[src/verilog/axi_wr_demux_macros.svh]
// write demux sizing
`ifndef AXI_WR_DEMUX_MACROS_SVH
`define AXI_WR_DEMUX_MACROS_SVH

// number of master ports behind the demux
`define DEMUX_NUM_PORTS 4

// full AXI ID width on every channel
`define DEMUX_ID_W 4

// low ID bits that get their own in-flight counter
`define DEMUX_LOOK_W 2

// in-flight and open-burst counters, all ones means full
`define DEMUX_CNT_W 3

// W data lane
`define DEMUX_DATA_W 32

`endif
[src/verilog/axi_wr_demux_pkg.sv]
// write demux types
`include "axi_wr_demux_macros.svh"

package axi_wr_demux_pkg;

  // master port index and one-bit-per-port vector
  typedef logic [$clog2(`DEMUX_NUM_PORTS)-1:0] port_sel_t;
  typedef logic [`DEMUX_NUM_PORTS-1:0]         port_vec_t;

  // IDs, full and tracked part
  typedef logic [`DEMUX_ID_W-1:0]   axi_id_t;
  typedef logic [`DEMUX_LOOK_W-1:0] look_id_t;

  // counters and payload
  typedef logic [`DEMUX_CNT_W-1:0]  cnt_t;
  typedef logic [`DEMUX_DATA_W-1:0] data_t;
  typedef logic [1:0]               resp_t;

  // AW admission states
  typedef enum logic {AW_IDLE = 1'b0, AW_LOCKED = 1'b1} aw_state_t;

endpackage

[src/verilog/axi_wr_demux_ifs.sv]
// write demux internal interfaces
`timescale 1ns/1ps

// --------------------
// AW side ID lookup and push
// --------------------
interface id_track_if;
  import axi_wr_demux_pkg::*;

  // request side, from the AW fsm
  look_id_t  lookup_id;
  logic      push;
  // answer side, from the ID table
  port_sel_t lookup_sel;
  logic      occupied;
  logic      full;

  modport fsm (output lookup_id, output push, input lookup_sel, input occupied, input full);
  modport tbl (input lookup_id, input push, output lookup_sel, output occupied, output full);
endinterface

// --------------------
// W burst steering
// --------------------
interface w_route_if;
  import axi_wr_demux_pkg::*;

  // one pulse per newly forwarded AW
  logic      w_push;
  // port that owns the W channel right now
  port_sel_t w_sel;
  logic      w_sel_valid;
  // open burst count is nonzero / saturated
  logic      w_busy;
  logic      w_full;
  // last beat handshaken
  logic      w_done;

  modport fsm (output w_push, input w_sel, input w_busy, input w_full);
  modport counter (input w_push, input w_done,
                   output w_sel, output w_sel_valid, output w_busy, output w_full);
  modport router (input w_sel, input w_sel_valid, output w_done);
endinterface

[src/verilog/axi_wr_demux.sv]
// write channel AXI demux
`timescale 1ns/1ps
`include "axi_wr_demux_macros.svh"

module axi_wr_demux (
  input  logic                                              clk_i,
  input  logic                                              reset_i,
  // slave AW
  input  logic                                              aw_valid_i,
  output logic                                              aw_ready_o,
  input  axi_wr_demux_pkg::axi_id_t                         aw_id_i,
  input  axi_wr_demux_pkg::port_sel_t                       aw_select_i,
  // slave W
  input  logic                                              w_valid_i,
  output logic                                              w_ready_o,
  input  axi_wr_demux_pkg::data_t                           w_data_i,
  input  logic                                              w_last_i,
  // slave B
  output logic                                              b_valid_o,
  input  logic                                              b_ready_i,
  output axi_wr_demux_pkg::axi_id_t                         b_id_o,
  output axi_wr_demux_pkg::resp_t                           b_resp_o,
  // master AW, ID shared by all ports
  output axi_wr_demux_pkg::port_vec_t                       mst_aw_valid_o,
  input  axi_wr_demux_pkg::port_vec_t                       mst_aw_ready_i,
  output axi_wr_demux_pkg::axi_id_t                         mst_aw_id_o,
  // master W, data and last shared
  output axi_wr_demux_pkg::port_vec_t                       mst_w_valid_o,
  input  axi_wr_demux_pkg::port_vec_t                       mst_w_ready_i,
  output axi_wr_demux_pkg::data_t                           mst_w_data_o,
  output logic                                              mst_w_last_o,
  // master B
  input  axi_wr_demux_pkg::port_vec_t                       mst_b_valid_i,
  output axi_wr_demux_pkg::port_vec_t                       mst_b_ready_o,
  input  axi_wr_demux_pkg::axi_id_t [`DEMUX_NUM_PORTS-1:0]  mst_b_id_i,
  input  axi_wr_demux_pkg::resp_t   [`DEMUX_NUM_PORTS-1:0]  mst_b_resp_i
);
  import axi_wr_demux_pkg::*;

  logic aw_fwd, aw_hs, b_pop;

  id_track_if id_trk ();
  w_route_if  w_rt ();

  // --------------------
  // AW
  // --------------------
  // only the selected port sees the forwarded valid
  assign mst_aw_valid_o = aw_fwd ? (port_vec_t'(1) << aw_select_i) : '0;
  assign aw_hs          = aw_fwd & mst_aw_ready_i[aw_select_i];
  assign aw_ready_o     = aw_hs;
  assign mst_aw_id_o    = aw_id_i;

  aw_lock_fsm u_aw_fsm (
    .clk_i       (clk_i),
    .reset_i     (reset_i),
    .aw_valid_i  (aw_valid_i),
    .aw_id_i     (aw_id_i),
    .aw_select_i (aw_select_i),
    .aw_fwd_o    (aw_fwd),
    .aw_hs_i     (aw_hs),
    .id_trk      (id_trk),
    .w_rt        (w_rt)
  );

  // ID is released once its B leaves on the slave port
  assign b_pop = b_valid_o & b_ready_i;

  id_table u_id_table (
    .clk_i       (clk_i),
    .reset_i     (reset_i),
    .aw_select_i (aw_select_i),
    .pop_i       (b_pop),
    .pop_id_i    (b_id_o),
    .id_trk      (id_trk)
  );

  // --------------------
  // W
  // --------------------
  assign mst_w_data_o = w_data_i;
  assign mst_w_last_o = w_last_i;

  w_open_counter u_w_cnt (
    .clk_i       (clk_i),
    .reset_i     (reset_i),
    .aw_select_i (aw_select_i),
    .w_rt        (w_rt)
  );

  w_router u_w_router (
    .w_valid_i     (w_valid_i),
    .w_last_i      (w_last_i),
    .mst_w_ready_i (mst_w_ready_i),
    .w_ready_o     (w_ready_o),
    .mst_w_valid_o (mst_w_valid_o),
    .w_rt          (w_rt)
  );

  // --------------------
  // B
  // --------------------
  b_arbiter u_b_arb (
    .clk_i         (clk_i),
    .reset_i       (reset_i),
    .mst_b_valid_i (mst_b_valid_i),
    .mst_b_id_i    (mst_b_id_i),
    .mst_b_resp_i  (mst_b_resp_i),
    .b_ready_i     (b_ready_i),
    .mst_b_ready_o (mst_b_ready_o),
    .b_valid_o     (b_valid_o),
    .b_id_o        (b_id_o),
    .b_resp_o      (b_resp_o)
  );

endmodule

[src/verilog/b_arbiter.sv]
// B response arbiter
`timescale 1ns/1ps
`include "axi_wr_demux_macros.svh"

module b_arbiter (
  input  logic                                              clk_i,
  input  logic                                              reset_i,
  input  axi_wr_demux_pkg::port_vec_t                       mst_b_valid_i,
  input  axi_wr_demux_pkg::axi_id_t [`DEMUX_NUM_PORTS-1:0]  mst_b_id_i,
  input  axi_wr_demux_pkg::resp_t   [`DEMUX_NUM_PORTS-1:0]  mst_b_resp_i,
  input  logic                                              b_ready_i,
  output axi_wr_demux_pkg::port_vec_t                       mst_b_ready_o,
  output logic                                              b_valid_o,
  output axi_wr_demux_pkg::axi_id_t                         b_id_o,
  output axi_wr_demux_pkg::resp_t                           b_resp_o
);
  import axi_wr_demux_pkg::*;

  port_sel_t prio_q;
  port_sel_t lock_idx_q;
  logic      lock_q;
  port_sel_t pick, gnt_idx;
  logic      b_hs;

  // --------------------
  // round-robin pick
  // --------------------
  // scan downwards so the nearest valid at or after prio_q wins
  always_comb begin
    port_sel_t idx;
    pick = prio_q;
    for (int k = `DEMUX_NUM_PORTS - 1; k >= 0; k--) begin
      idx = prio_q + port_sel_t'(k);
      if (mst_b_valid_i[idx]) begin
        pick = idx;
      end
    end
  end

  // a granted port stays granted until its handshake
  assign gnt_idx   = lock_q ? lock_idx_q : pick;
  assign b_valid_o = mst_b_valid_i[gnt_idx];
  assign b_hs      = b_valid_o & b_ready_i;

  always_comb begin
    mst_b_ready_o          = '0;
    mst_b_ready_o[gnt_idx] = b_hs;
  end

  // payload of the winner, zero while idle
  assign b_id_o   = b_valid_o ? mst_b_id_i[gnt_idx] : '0;
  assign b_resp_o = b_valid_o ? mst_b_resp_i[gnt_idx] : '0;

  always_ff @(posedge clk_i) begin
    if (reset_i) begin
      lock_q <= 1'b0;
      prio_q <= '0;
    end else if (b_hs) begin
      lock_q <= 1'b0;
      // next search starts just past the winner
      prio_q <= gnt_idx + port_sel_t'(1);
    end else if (b_valid_o) begin
      lock_q <= 1'b1;
    end
  end

  always_ff @(posedge clk_i) begin
    if (b_valid_o && !lock_q) begin
      lock_idx_q <= pick;
    end
  end

endmodule

[src/verilog/w_router.sv]
// W channel router
`timescale 1ns/1ps

module w_router (
  input  logic                        w_valid_i,
  input  logic                        w_last_i,
  input  axi_wr_demux_pkg::port_vec_t mst_w_ready_i,
  output logic                        w_ready_o,
  output axi_wr_demux_pkg::port_vec_t mst_w_valid_o,
  w_route_if.router                   w_rt
);

  // steer valid out and ready back for the owning port only
  always_comb begin
    mst_w_valid_o = '0;
    w_ready_o     = 1'b0;
    // no open burst and no AW this cycle, W waits
    if (w_rt.w_sel_valid) begin
      mst_w_valid_o[w_rt.w_sel] = w_valid_i;
      w_ready_o                 = mst_w_ready_i[w_rt.w_sel];
    end
  end

  // burst closes on the handshake of its last beat
  assign w_rt.w_done = w_valid_i & w_ready_o & w_last_i;

endmodule

[src/verilog/id_table.sv]
// per-ID in-flight table
`timescale 1ns/1ps

module id_table (
  input  logic                        clk_i,
  input  logic                        reset_i,
  input  axi_wr_demux_pkg::port_sel_t aw_select_i,
  input  logic                        pop_i,
  input  axi_wr_demux_pkg::axi_id_t   pop_id_i,
  id_track_if.tbl                     id_trk
);
  import axi_wr_demux_pkg::*;

  localparam int unsigned NUM_IDS = 2 ** $bits(look_id_t);

  cnt_t      [NUM_IDS-1:0] cnt_q;
  port_sel_t [NUM_IDS-1:0] sel_q;
  logic      [NUM_IDS-1:0] push_en, pop_en;
  logic      [NUM_IDS-1:0] occ_vec, full_vec;
  look_id_t                pop_look;

  assign pop_look = pop_id_i[$bits(look_id_t)-1:0];

  // --------------------
  // one-hot push and pop
  // --------------------
  always_comb begin
    push_en = '0;
    pop_en  = '0;
    push_en[id_trk.lookup_id] = id_trk.push;
    pop_en[pop_look]          = pop_i;
  end

  // counts, push and pop on one ID cancel
  always_ff @(posedge clk_i) begin
    if (reset_i) begin
      cnt_q <= '0;
    end else begin
      for (int i = 0; i < NUM_IDS; i++) begin
        if (push_en[i] && !pop_en[i]) begin
          cnt_q[i] <= cnt_q[i] + cnt_t'(1);
        end else if (pop_en[i] && !push_en[i]) begin
          cnt_q[i] <= cnt_q[i] - cnt_t'(1);
        end
      end
    end
  end

  // port the ID is currently heading to
  always_ff @(posedge clk_i) begin
    for (int i = 0; i < NUM_IDS; i++) begin
      if (push_en[i]) begin
        sel_q[i] <= aw_select_i;
      end
    end
  end

  always_comb begin
    for (int i = 0; i < NUM_IDS; i++) begin
      occ_vec[i]  = |cnt_q[i];
      full_vec[i] = &cnt_q[i];
    end
  end

  // --------------------
  // lookup
  // --------------------
  assign id_trk.lookup_sel = sel_q[id_trk.lookup_id];
  assign id_trk.occupied   = occ_vec[id_trk.lookup_id];
  // any saturated ID stops all admission
  assign id_trk.full       = |full_vec;

endmodule

[src/verilog/w_open_counter.sv]
// open W burst counter
`timescale 1ns/1ps

module w_open_counter (
  input  logic                        clk_i,
  input  logic                        reset_i,
  input  axi_wr_demux_pkg::port_sel_t aw_select_i,
  w_route_if.counter                  w_rt
);
  import axi_wr_demux_pkg::*;

  cnt_t      open_q;
  port_sel_t sel_q;

  // up on a new AW, down on a finished burst, both cancel
  always_ff @(posedge clk_i) begin
    if (reset_i) begin
      open_q <= '0;
    end else if (w_rt.w_push && !w_rt.w_done) begin
      open_q <= open_q + cnt_t'(1);
    end else if (w_rt.w_done && !w_rt.w_push) begin
      open_q <= open_q - cnt_t'(1);
    end
  end

  // port of the latest forwarded AW
  always_ff @(posedge clk_i) begin
    if (w_rt.w_push) begin
      sel_q <= aw_select_i;
    end
  end

  assign w_rt.w_busy = |open_q;
  assign w_rt.w_full = &open_q;

  // all open bursts share one port, so the stored select covers them
  // with nothing open the live select lets W follow its AW at once
  assign w_rt.w_sel       = w_rt.w_busy ? sel_q : aw_select_i;
  assign w_rt.w_sel_valid = w_rt.w_push | w_rt.w_busy;

endmodule

[src/verilog/aw_lock_fsm.sv]
// AW admission fsm
`timescale 1ns/1ps

module aw_lock_fsm (
  input  logic                        clk_i,
  input  logic                        reset_i,
  input  logic                        aw_valid_i,
  input  axi_wr_demux_pkg::axi_id_t   aw_id_i,
  input  axi_wr_demux_pkg::port_sel_t aw_select_i,
  output logic                        aw_fwd_o,
  input  logic                        aw_hs_i,
  id_track_if.fsm                     id_trk,
  w_route_if.fsm                      w_rt
);
  import axi_wr_demux_pkg::*;

  aw_state_t state_q, state_d;
  logic      room_ok, w_port_ok, id_port_ok, admit;
  logic      push;

  // tracking uses only the low ID bits
  assign id_trk.lookup_id = aw_id_i[$bits(look_id_t)-1:0];

  // --------------------
  // admission checks
  // --------------------
  // no counter may overflow
  assign room_ok    = !id_trk.full && !w_rt.w_full;
  // W channel idle or already heading to the same port
  assign w_port_ok  = !w_rt.w_busy || (w_rt.w_sel == aw_select_i);
  // same ID must not be spread over two ports
  assign id_port_ok = !id_trk.occupied || (id_trk.lookup_sel == aw_select_i);
  assign admit      = aw_valid_i && room_ok && w_port_ok && id_port_ok;

  always_comb begin
    state_d  = state_q;
    aw_fwd_o = 1'b0;
    push     = 1'b0;
    case (state_q)
      AW_IDLE: begin
        if (admit) begin
          aw_fwd_o = 1'b1;
          // counted once, on the first forward cycle
          push     = 1'b1;
          // not taken this cycle, hold the valid
          if (!aw_hs_i) begin
            state_d = AW_LOCKED;
          end
        end
      end
      AW_LOCKED: begin
        // already counted, just wait for the handshake
        aw_fwd_o = 1'b1;
        if (aw_hs_i) begin
          state_d = AW_IDLE;
        end
      end
      default: begin
        state_d = AW_IDLE;
      end
    endcase
  end

  // same pulse feeds both the ID table and the W counter
  assign id_trk.push = push;
  assign w_rt.w_push = push;

  always_ff @(posedge clk_i) begin
    if (reset_i) begin
      state_q <= AW_IDLE;
    end else begin
      state_q <= state_d;
    end
  end

endmodule

[config.mk]
export PLATFORM = sky130hd
export DESIGN_NAME = axi_wr_demux
export DESIGN_NICKNAME = d
export VERILOG_FILES = /design/src/verilog/axi_wr_demux_pkg.sv /design/src/verilog/axi_wr_demux_ifs.sv /design/src/verilog/axi_wr_demux.sv /design/src/verilog/b_arbiter.sv /design/src/verilog/w_router.sv /design/src/verilog/id_table.sv /design/src/verilog/w_open_counter.sv /design/src/verilog/aw_lock_fsm.sv
export VERILOG_INCLUDE_DIRS = /design/src /design/src/verilog
export SDC_FILE = /design/constraint.sdc
export NUM_CORES = 1
export LEC_CHECK = 0
export BUFFER_PORTS_ARGS = -buffer_cell sky130_fd_sc_hd__buf_2
export CAP_MARGIN = 20
export CORE_MARGIN = 2
export CORE_UTILIZATION = 40
export CTS_CLUSTER_SIZE = 14
export DETAILED_ROUTE_END_ITERATION = 12
export PLACE_DENSITY = 0.8
export SLEW_MARGIN = 20
export SYNTH_ARGS = -nofsm -noshare
export SYNTH_HDL_FRONTEND = slang
export SYNTH_HIERARCHICAL = 1
export SYNTH_SLANG_ARGS = --single-unit
[constraint.sdc]
create_clock -name clk_i -period 3.65 [get_ports clk_i]
set_clock_uncertainty 0.2 [all_clocks]
set_input_delay 0.5475 -clock clk_i [delete_from_list [all_inputs] [get_ports clk_i]]
set_output_delay 0.5475 -clock clk_i [all_outputs]
set_load 0.1 [all_outputs]
==> summary.txt, run 1 <==
Clock tree
  • TritonCTS clock tree: yes
  • CTS Sinks: 31
  • Clock insertion delay at the later pin of the skew report: between 200 and 300 ps
  • TritonCTS Buffers: 5
  • Max clock buf depth: 2
  • H-Tree Depth: 2
  • Root Driver: clkbuf_8
  • Reg clk slew, reported paths: 60 ps

Status
  • Outcome: finished clean

Place
  • PortBufs: slightly below 70
  • Dpl hpwl: 4536 µm
  • Routability cong.: around 0.86

Route
  • Vias: ~2200
  • Via density: between 5 and 6
  • DR pass1 iterations: 4
  • Starting DRT DRC Count: about 150
  • Total Wirelength: just under 6000 µm
  • DR WL/cell: 14.25 µm
  • Antenna Nets Post-Route: 0
  • Detailed-route DRC error count: 0

Critical path
  • Crit path from: u_id_table/cnt_q[9]
  • CP startpoint kind: flip-flop
  • Worst R2R Path Depth: 15
  • Worst endpoint required time: roughly 2900 ps
  • Critical Path Sink Type: output port
  • Critical R2R Launch: u_id_table/cnt_q[9]
  • R2R Setup Slk: around 150 ps
  • R2R Path End: u_id_table/cnt_q[5]
  • Crit path kind: reg -> out
  • Critical Path Fanout Max: 3
  • Worst Path Arrival: between 2000 and 3000 ps

Worst hold path
  • Worst Hold Class: reg -> reg
  • Hold Path Stages: 2
  • Hold Path Origin: u_id_table/cnt_q[8]
  • Hold Path End: u_id_table/cnt_q[8]

Yosys
  • Sequential area share after synthesis: 27.99%
  • Cells after Synth: roughly 280
  • Post-synthesis register bit count: 31
  • FFs w/ async S/R, synth: 0%
  • Post-synth cell types: 64
  • Post-Syn Nets: between 300 and 400
  • Post-synth EDFFs: 12
  • Yosys warns: 6
  • Main synth FF type: dfxtp_1
  • Syn Area/Cell: about 9.5 µm²
  • Mapped cell area: ~0.0026 mm²

Flow run
  • Maxcap violations: 0

STA
  • Max Fclk: 0.2804 GHz
  • Least-Margin Pin Slew: approximately 470 ps
  • Post-layout minimum cycle time: between 3000 and 4000 ps
  • Slew Limit Fails: 0
  • Final setup viols: 0
  • Slew headroom: between 60% and 70%
  • Setup_tns: 0 ps
  • Tcrit/Tclk final: between 90% and 100%
  • Hold Fails Final Rpt: 0

Floorplanning
  • Die Height: ~85 µm
  • Die area: 0.007282 mm²
  • Core Box Area: between 0.006 and 0.007 mm²
  • Initial Utilization: 41.44%
  • Row cnt: 29
  • Top Ports: between 100 and 150
  • Die X: roughly 85 µm

Finish
  • Commonest cells after routing, fill and taps aside: buf_2, buf_4, nor2_1
  • Final #Nets: roughly 430
  • Ant. Diodes: 0
  • Layout area overhead: 31.96%
  • Most common cell after layout, fill and taps aside: buf_2
  • Share of cells above drive strength 1: about 50%

GRT
  • GRT Total Usage: 16.24%
  • Largest net degree at the start of global routing: 20
  • Initial antenna violation count: 0
  • First-pass GRT wire length: 9646 µm
  • GR Overflow Total: 0
  • Number of global-route vias before repair: roughly 2100

Power
  • Pwr Total: between 3 and 4 mW
  • Max IR drop VDD: 648.8 µV
  • Power Dens Cells: around 950 mW/mm²
  • Leak: around 1.5 nW
kinds of logic after synthesis:
family                     after synthesis  share of synthesized area [%]
muxes                                   25                          11.25
and+or+nand+nor                         86                          18.25
buffers and inverters                   63                          16.12
DFF                                     31                          27.99
adders and majority gates               14                          8.038
AOI/OAI and AO/OA                       46                          13.14
xor gates and xnor gates                14                          5.201
layer usage:
layer  vias up  GRT usage (%)  wire, µm
li1       1074              -         -
met1      1040          20.08      2509
met2        49          27.41      3057
met3        12          4.280       300
met4         0          5.483        73
met5         -              0         0
where the power goes:
group / leakage, nW / switching [mW] / internal [mW]
Sequential: 0.269 / 0.121 / 0.480
Combinational: 1.21 / 1.53 / 0.914
Clock: 0.0392 / 0.128 / 0.129
registers in the layout (all words and copies together) (netlist names):
name	cells
u_aw_fsm/state_q	1
u_b_arb/lock_idx_q	2
u_b_arb/lock_q	1
u_b_arb/prio_q	2
u_id_table/cnt_q	12
u_id_table/sel_q	8
u_w_cnt/open_q	3
u_w_cnt/sel_q	2
stage by stage:
| step | hold slack [ps] | utilization, % | area [µm²] | std cells | worst slack, ps |
|---|---|---|---|---|---|
| after CTS | 317.6 | 52.47 | 3351 | 413 | 30.17 |
| after global placement | 287.4 | 50.84 | 3247 | 403 | -21.51 |
| after global routing | 337.9 | 54.68 | 3492 | 417 | -62.80 |
| final | 324.1 | 54.68 | 3492 | 417 | 84.15 |
| after detailed placement | 306.0 | 50.84 | 3247 | 403 | -158.0 |
| after floorplan | 266.8 | - | 2799 | 279 | -374.9 |
Yosys cell counts (all sizes together) (2+ instances only):
cell,instances,share of area [%]
dfxtp,19,14
ha,9,4.3
buf,46,14
a32o,2,0.80
mux2i,20,7.6
nand2,7,0.99
and2,6,1.5
nor4,2,0.47
and3,3,0.76
o21bai,2,0.57
or3,5,1.2
nor2,26,3.7
nand3,7,1.3
inv,15,2.1
o31ai,2,0.57
o21ai,9,2.1
o22ai,8,1.9
edfxtp,12,14
or2,2,0.47
a21oi,11,2.6
mux2,2,0.85
mux4,3,2.8
nor2b,7,1.7
xnor2,4,1.9
a21boi,2,0.57
xor2,10,3.3
nand2b,6,1.4
fa,5,3.8
nand3b,2,0.57
nor3,4,1.2
worst max path at each step:
stage | end | slack [ps]
2_1_floorplan | mst_aw_valid_o[0] | -370
3_3_place_gp | u_w_cnt/open_q[2] | -20
3_5_place_dp | u_id_table/cnt_q[5] | -160
4_1_cts | mst_w_valid_o[1] | 30
5_1_grt | mst_w_valid_o[1] | -60
6_report | mst_w_valid_o[1] | 80
worst max-delay path, stage by stage (launching register included):
cell,delay [ps]
dfxtp_4,340
or4b_4,530
nand3_2,90
o31ai_1,80
a21boi_2,190
nor4_4,360
buf_4,170
nand2b_4,110
buf_4,130
nand2_4,70
nor3_4,240
buf_12,210
final cells by class:
class                   instances  area, µm²
clock inverters                 3      15.01
fillers                       522       2894
repair buffers                100      764.5
inverters                      16      65.06
flip-flops and latches         31      752.0
multi-input cells             185       1730
well taps                      77      96.34
clock buffers                   5      68.82
what timing repair did:
action	4_1_cts	5_1_grt
endpoints found under the setup margin	10	12
pin swaps	2	5
gates resized for setup	2	26
setup buffers	2	4
hold buffers	0	0
Note: power is estimated with default switching activity, not from simulation.
==> inputs of run 2 (changes only) <==
--- a/config.mk
+++ b/config.mk
@@ -13,6 +13,7 @@
 export CTS_CLUSTER_SIZE = 14
 export DETAILED_ROUTE_END_ITERATION = 12
 export PLACE_DENSITY = 0.8
+export SETUP_SLACK_MARGIN = 0.3
 export SLEW_MARGIN = 20
 export SYNTH_ARGS = -nofsm -noshare
 export SYNTH_HDL_FRONTEND = slang
==> run 2 against run 1 <==
Register-to-register slack got worse by 60 ps. Setup slack improved by 5.6 ps. Sequential power barely moved.
==> summary.txt, run 2 (synthesized netlist as in run 1, its figures left out) <==
Status
  • Outcome: finished clean

Place
  • PortBufs: a little under 70
  • Dpl hpwl: roughly 4800 µm
  • Routability cong.: 0.8379
  • Placed cell area: approximately 0.0033 mm²

GRT
  • GR Overflow Total: 0
  • Initial antenna violation count: 0
  • GRT Total Usage: between 10% and 20%
  • Largest net degree at the start of global routing: 20
  • Number of global-route vias before repair: around 2400
  • First-pass GRT wire length: between 10000 and 15000 µm

Clock tree
  • TritonCTS clock tree: yes
  • Max clock buf depth: 2
  • Root Driver: clkbuf_8
  • H-Tree Depth: 2
  • Reg clk slew, reported paths: 70 ps
  • CTS Sinks: 31
  • TritonCTS Buffers: 5
  • Clock insertion delay at the later pin of the skew report: 290 ps

STA
  • RSZ-0062 raised after global routing: yes
  • Final hold slack: ~330 ps
  • Slew Limit Fails: 0
  • Least-Margin Pin Slew: 497.1 ps
  • Max Fclk: 0.2809 GHz
  • Tcrit/Tclk final: 97.54%
  • Setup_tns: 0 ps
  • Slew headroom: between 60% and 70%
  • Post-layout minimum cycle time: about 3600 ps
  • Final setup viols: 0
  • Hold Fails Final Rpt: 0

Route
  • Antenna Nets Post-Route: 0
  • Total Wirelength: approximately 7300 µm
  • Starting DRT DRC Count: between 90 and 100
  • DR pass1 iterations: 4
  • Detailed-route DRC error count: 0
  • Vias: ~2300
  • DR WL/cell: ~17 µm
  • Via density: 5.463

Power
  • Leak: about 1.6 nW
  • Pwr Total: 3.547 mW
  • Power Dens Cells: 940.1 mW/mm²
  • Max IR drop VDD: ~970 µV

Finish
  • Commonest cells after routing, fill and taps aside: buf_2, buf_4, nor2_1
  • Filler cells: between 400 and 500
  • Ant. Diodes: 0
  • Share of cells above drive strength 1: 56.66%
  • Layout area overhead: 42.55%
  • Biggest register: u_id_table/cnt_q
  • Largest register FFs: 12
  • Most common cell after layout, fill and taps aside: buf_2
  • FF/Latch Area: ~760 µm²
  • Area of the multi-input gates: around 0.0019 mm²
  • Finished Cell Area: about 0.0038 mm²
  • Fin util: between 50% and 60%
  • Final #Nets: 446
  • Biggest regs: u_id_table/cnt_q (12), u_id_table/sel_q (8), u_w_cnt/open_q (3)

Critical path
  • Worst endpoint required time: around 3700 ps
  • Critical Path Fanout Max: 5
  • R2R Setup Slk: roughly 90 ps
  • CP startpoint kind: flip-flop
  • Critical Path Sink Type: flip-flop
  • Crit path kind: reg -> reg
  • R2R Path End: u_id_table/cnt_q[11]
  • Crit path from: u_id_table/cnt_q[6]
  • Worst R2R Path Depth: 15
  • CP Capture Point: u_id_table/cnt_q[11]
  • Critical R2R Launch: u_id_table/cnt_q[6]
  • Worst Path Arrival: 3580 ps

Floorplanning
  • Die Height: roughly 85 µm
  • Initial Utilization: ~41%
  • Core Box Area: about 0.0064 mm²
  • Top Ports: 138
  • Row cnt: 29
  • Die area: about 0.0073 mm²
  • Die X: ~85 µm

Worst hold path
  • Worst Hold Class: reg -> reg

Flow run
  • Maxcap violations: 0
-- run 2: cell types whose count changed in the layout (fill, tap and decap cells not counted), sizes merged --
cell,change
buf,+13
clkbuf,+1
clkinv,-1
-- run 2: layout make-up --
type,instances,area share [%]
multi-input cells,185,49.19
repair buffers,113,23.98
flip-flops and latches,31,20.07
well taps,77,2.554
clock buffers,6,2.189
inverters,16,1.725
clock inverters,2,0.2985
-- run 2: how the worst min path moves through the flow --
stage	startpoint	end	slack [ps]	cells after the start
6_report	u_w_cnt/open_q[2]	u_w_cnt/open_q[2]	330	2
5_1_grt	u_w_cnt/open_q[2]	u_w_cnt/open_q[2]	340	2
4_1_cts	u_id_table/cnt_q[2]	u_id_table/cnt_q[2]	310	2
3_5_place_dp	u_id_table/cnt_q[8]	u_id_table/cnt_q[8]	300	2
3_3_place_gp	u_id_table/cnt_q[8]	u_id_table/cnt_q[8]	280	2
2_1_floorplan	u_id_table/cnt_q[8]	u_id_table/cnt_q[8]	270	2
-- run 2: stage by stage --
stage	setup WS, ps	std cells
global placement	-51.70	400
global route	-77.42	430
detailed placement	-147.2	400
finish	89.72	430
CTS	211.6	420
floorplan	-192.0	279
-- run 2: what timing repair did --
action                     CTS  global route
hold buffers                 0             0
resized for setup           28            18
setup endpoints to repair   19            21
buffers inserted            12            10
pin swaps                   11            15
-- run 2: worst max-delay path, cell delays in order (launching register included) --
cell and delay (ps):
dfxtp_4 350, buf_4 150, and3_1 170, a31oi_1 170
nand3_1 150, nor2_1 150, nand2_1 210, nor4_4 330
buf_4 190, and3_4 210, ha_4 140, inv_2 40
fa_2 360, xor2_1 180, or3_1 360, a21oi_2 120
-- run 2: layer usage --
| metal | wire [µm] | up-vias | track usage, % |
|---|---|---|---|
| li1 | - | 1094 | - |
| met1 | 2722 | 1121 | 20.47 |
| met2 | 3953 | 106 | 34.59 |
| met3 | 418 | 28 | 4.183 |
| met4 | 197 | 0 | 8.802 |
| met5 | 0 | - | 0 |
-- run 2: power breakdown --
part	internal, mW	switching [mW]	total, mW	leakage (nW)
sequential	0.483	0.117	0.601	0.270
clock	0.150	0.132	0.282	0.0449
combinational	1.02	1.64	2.66	1.31
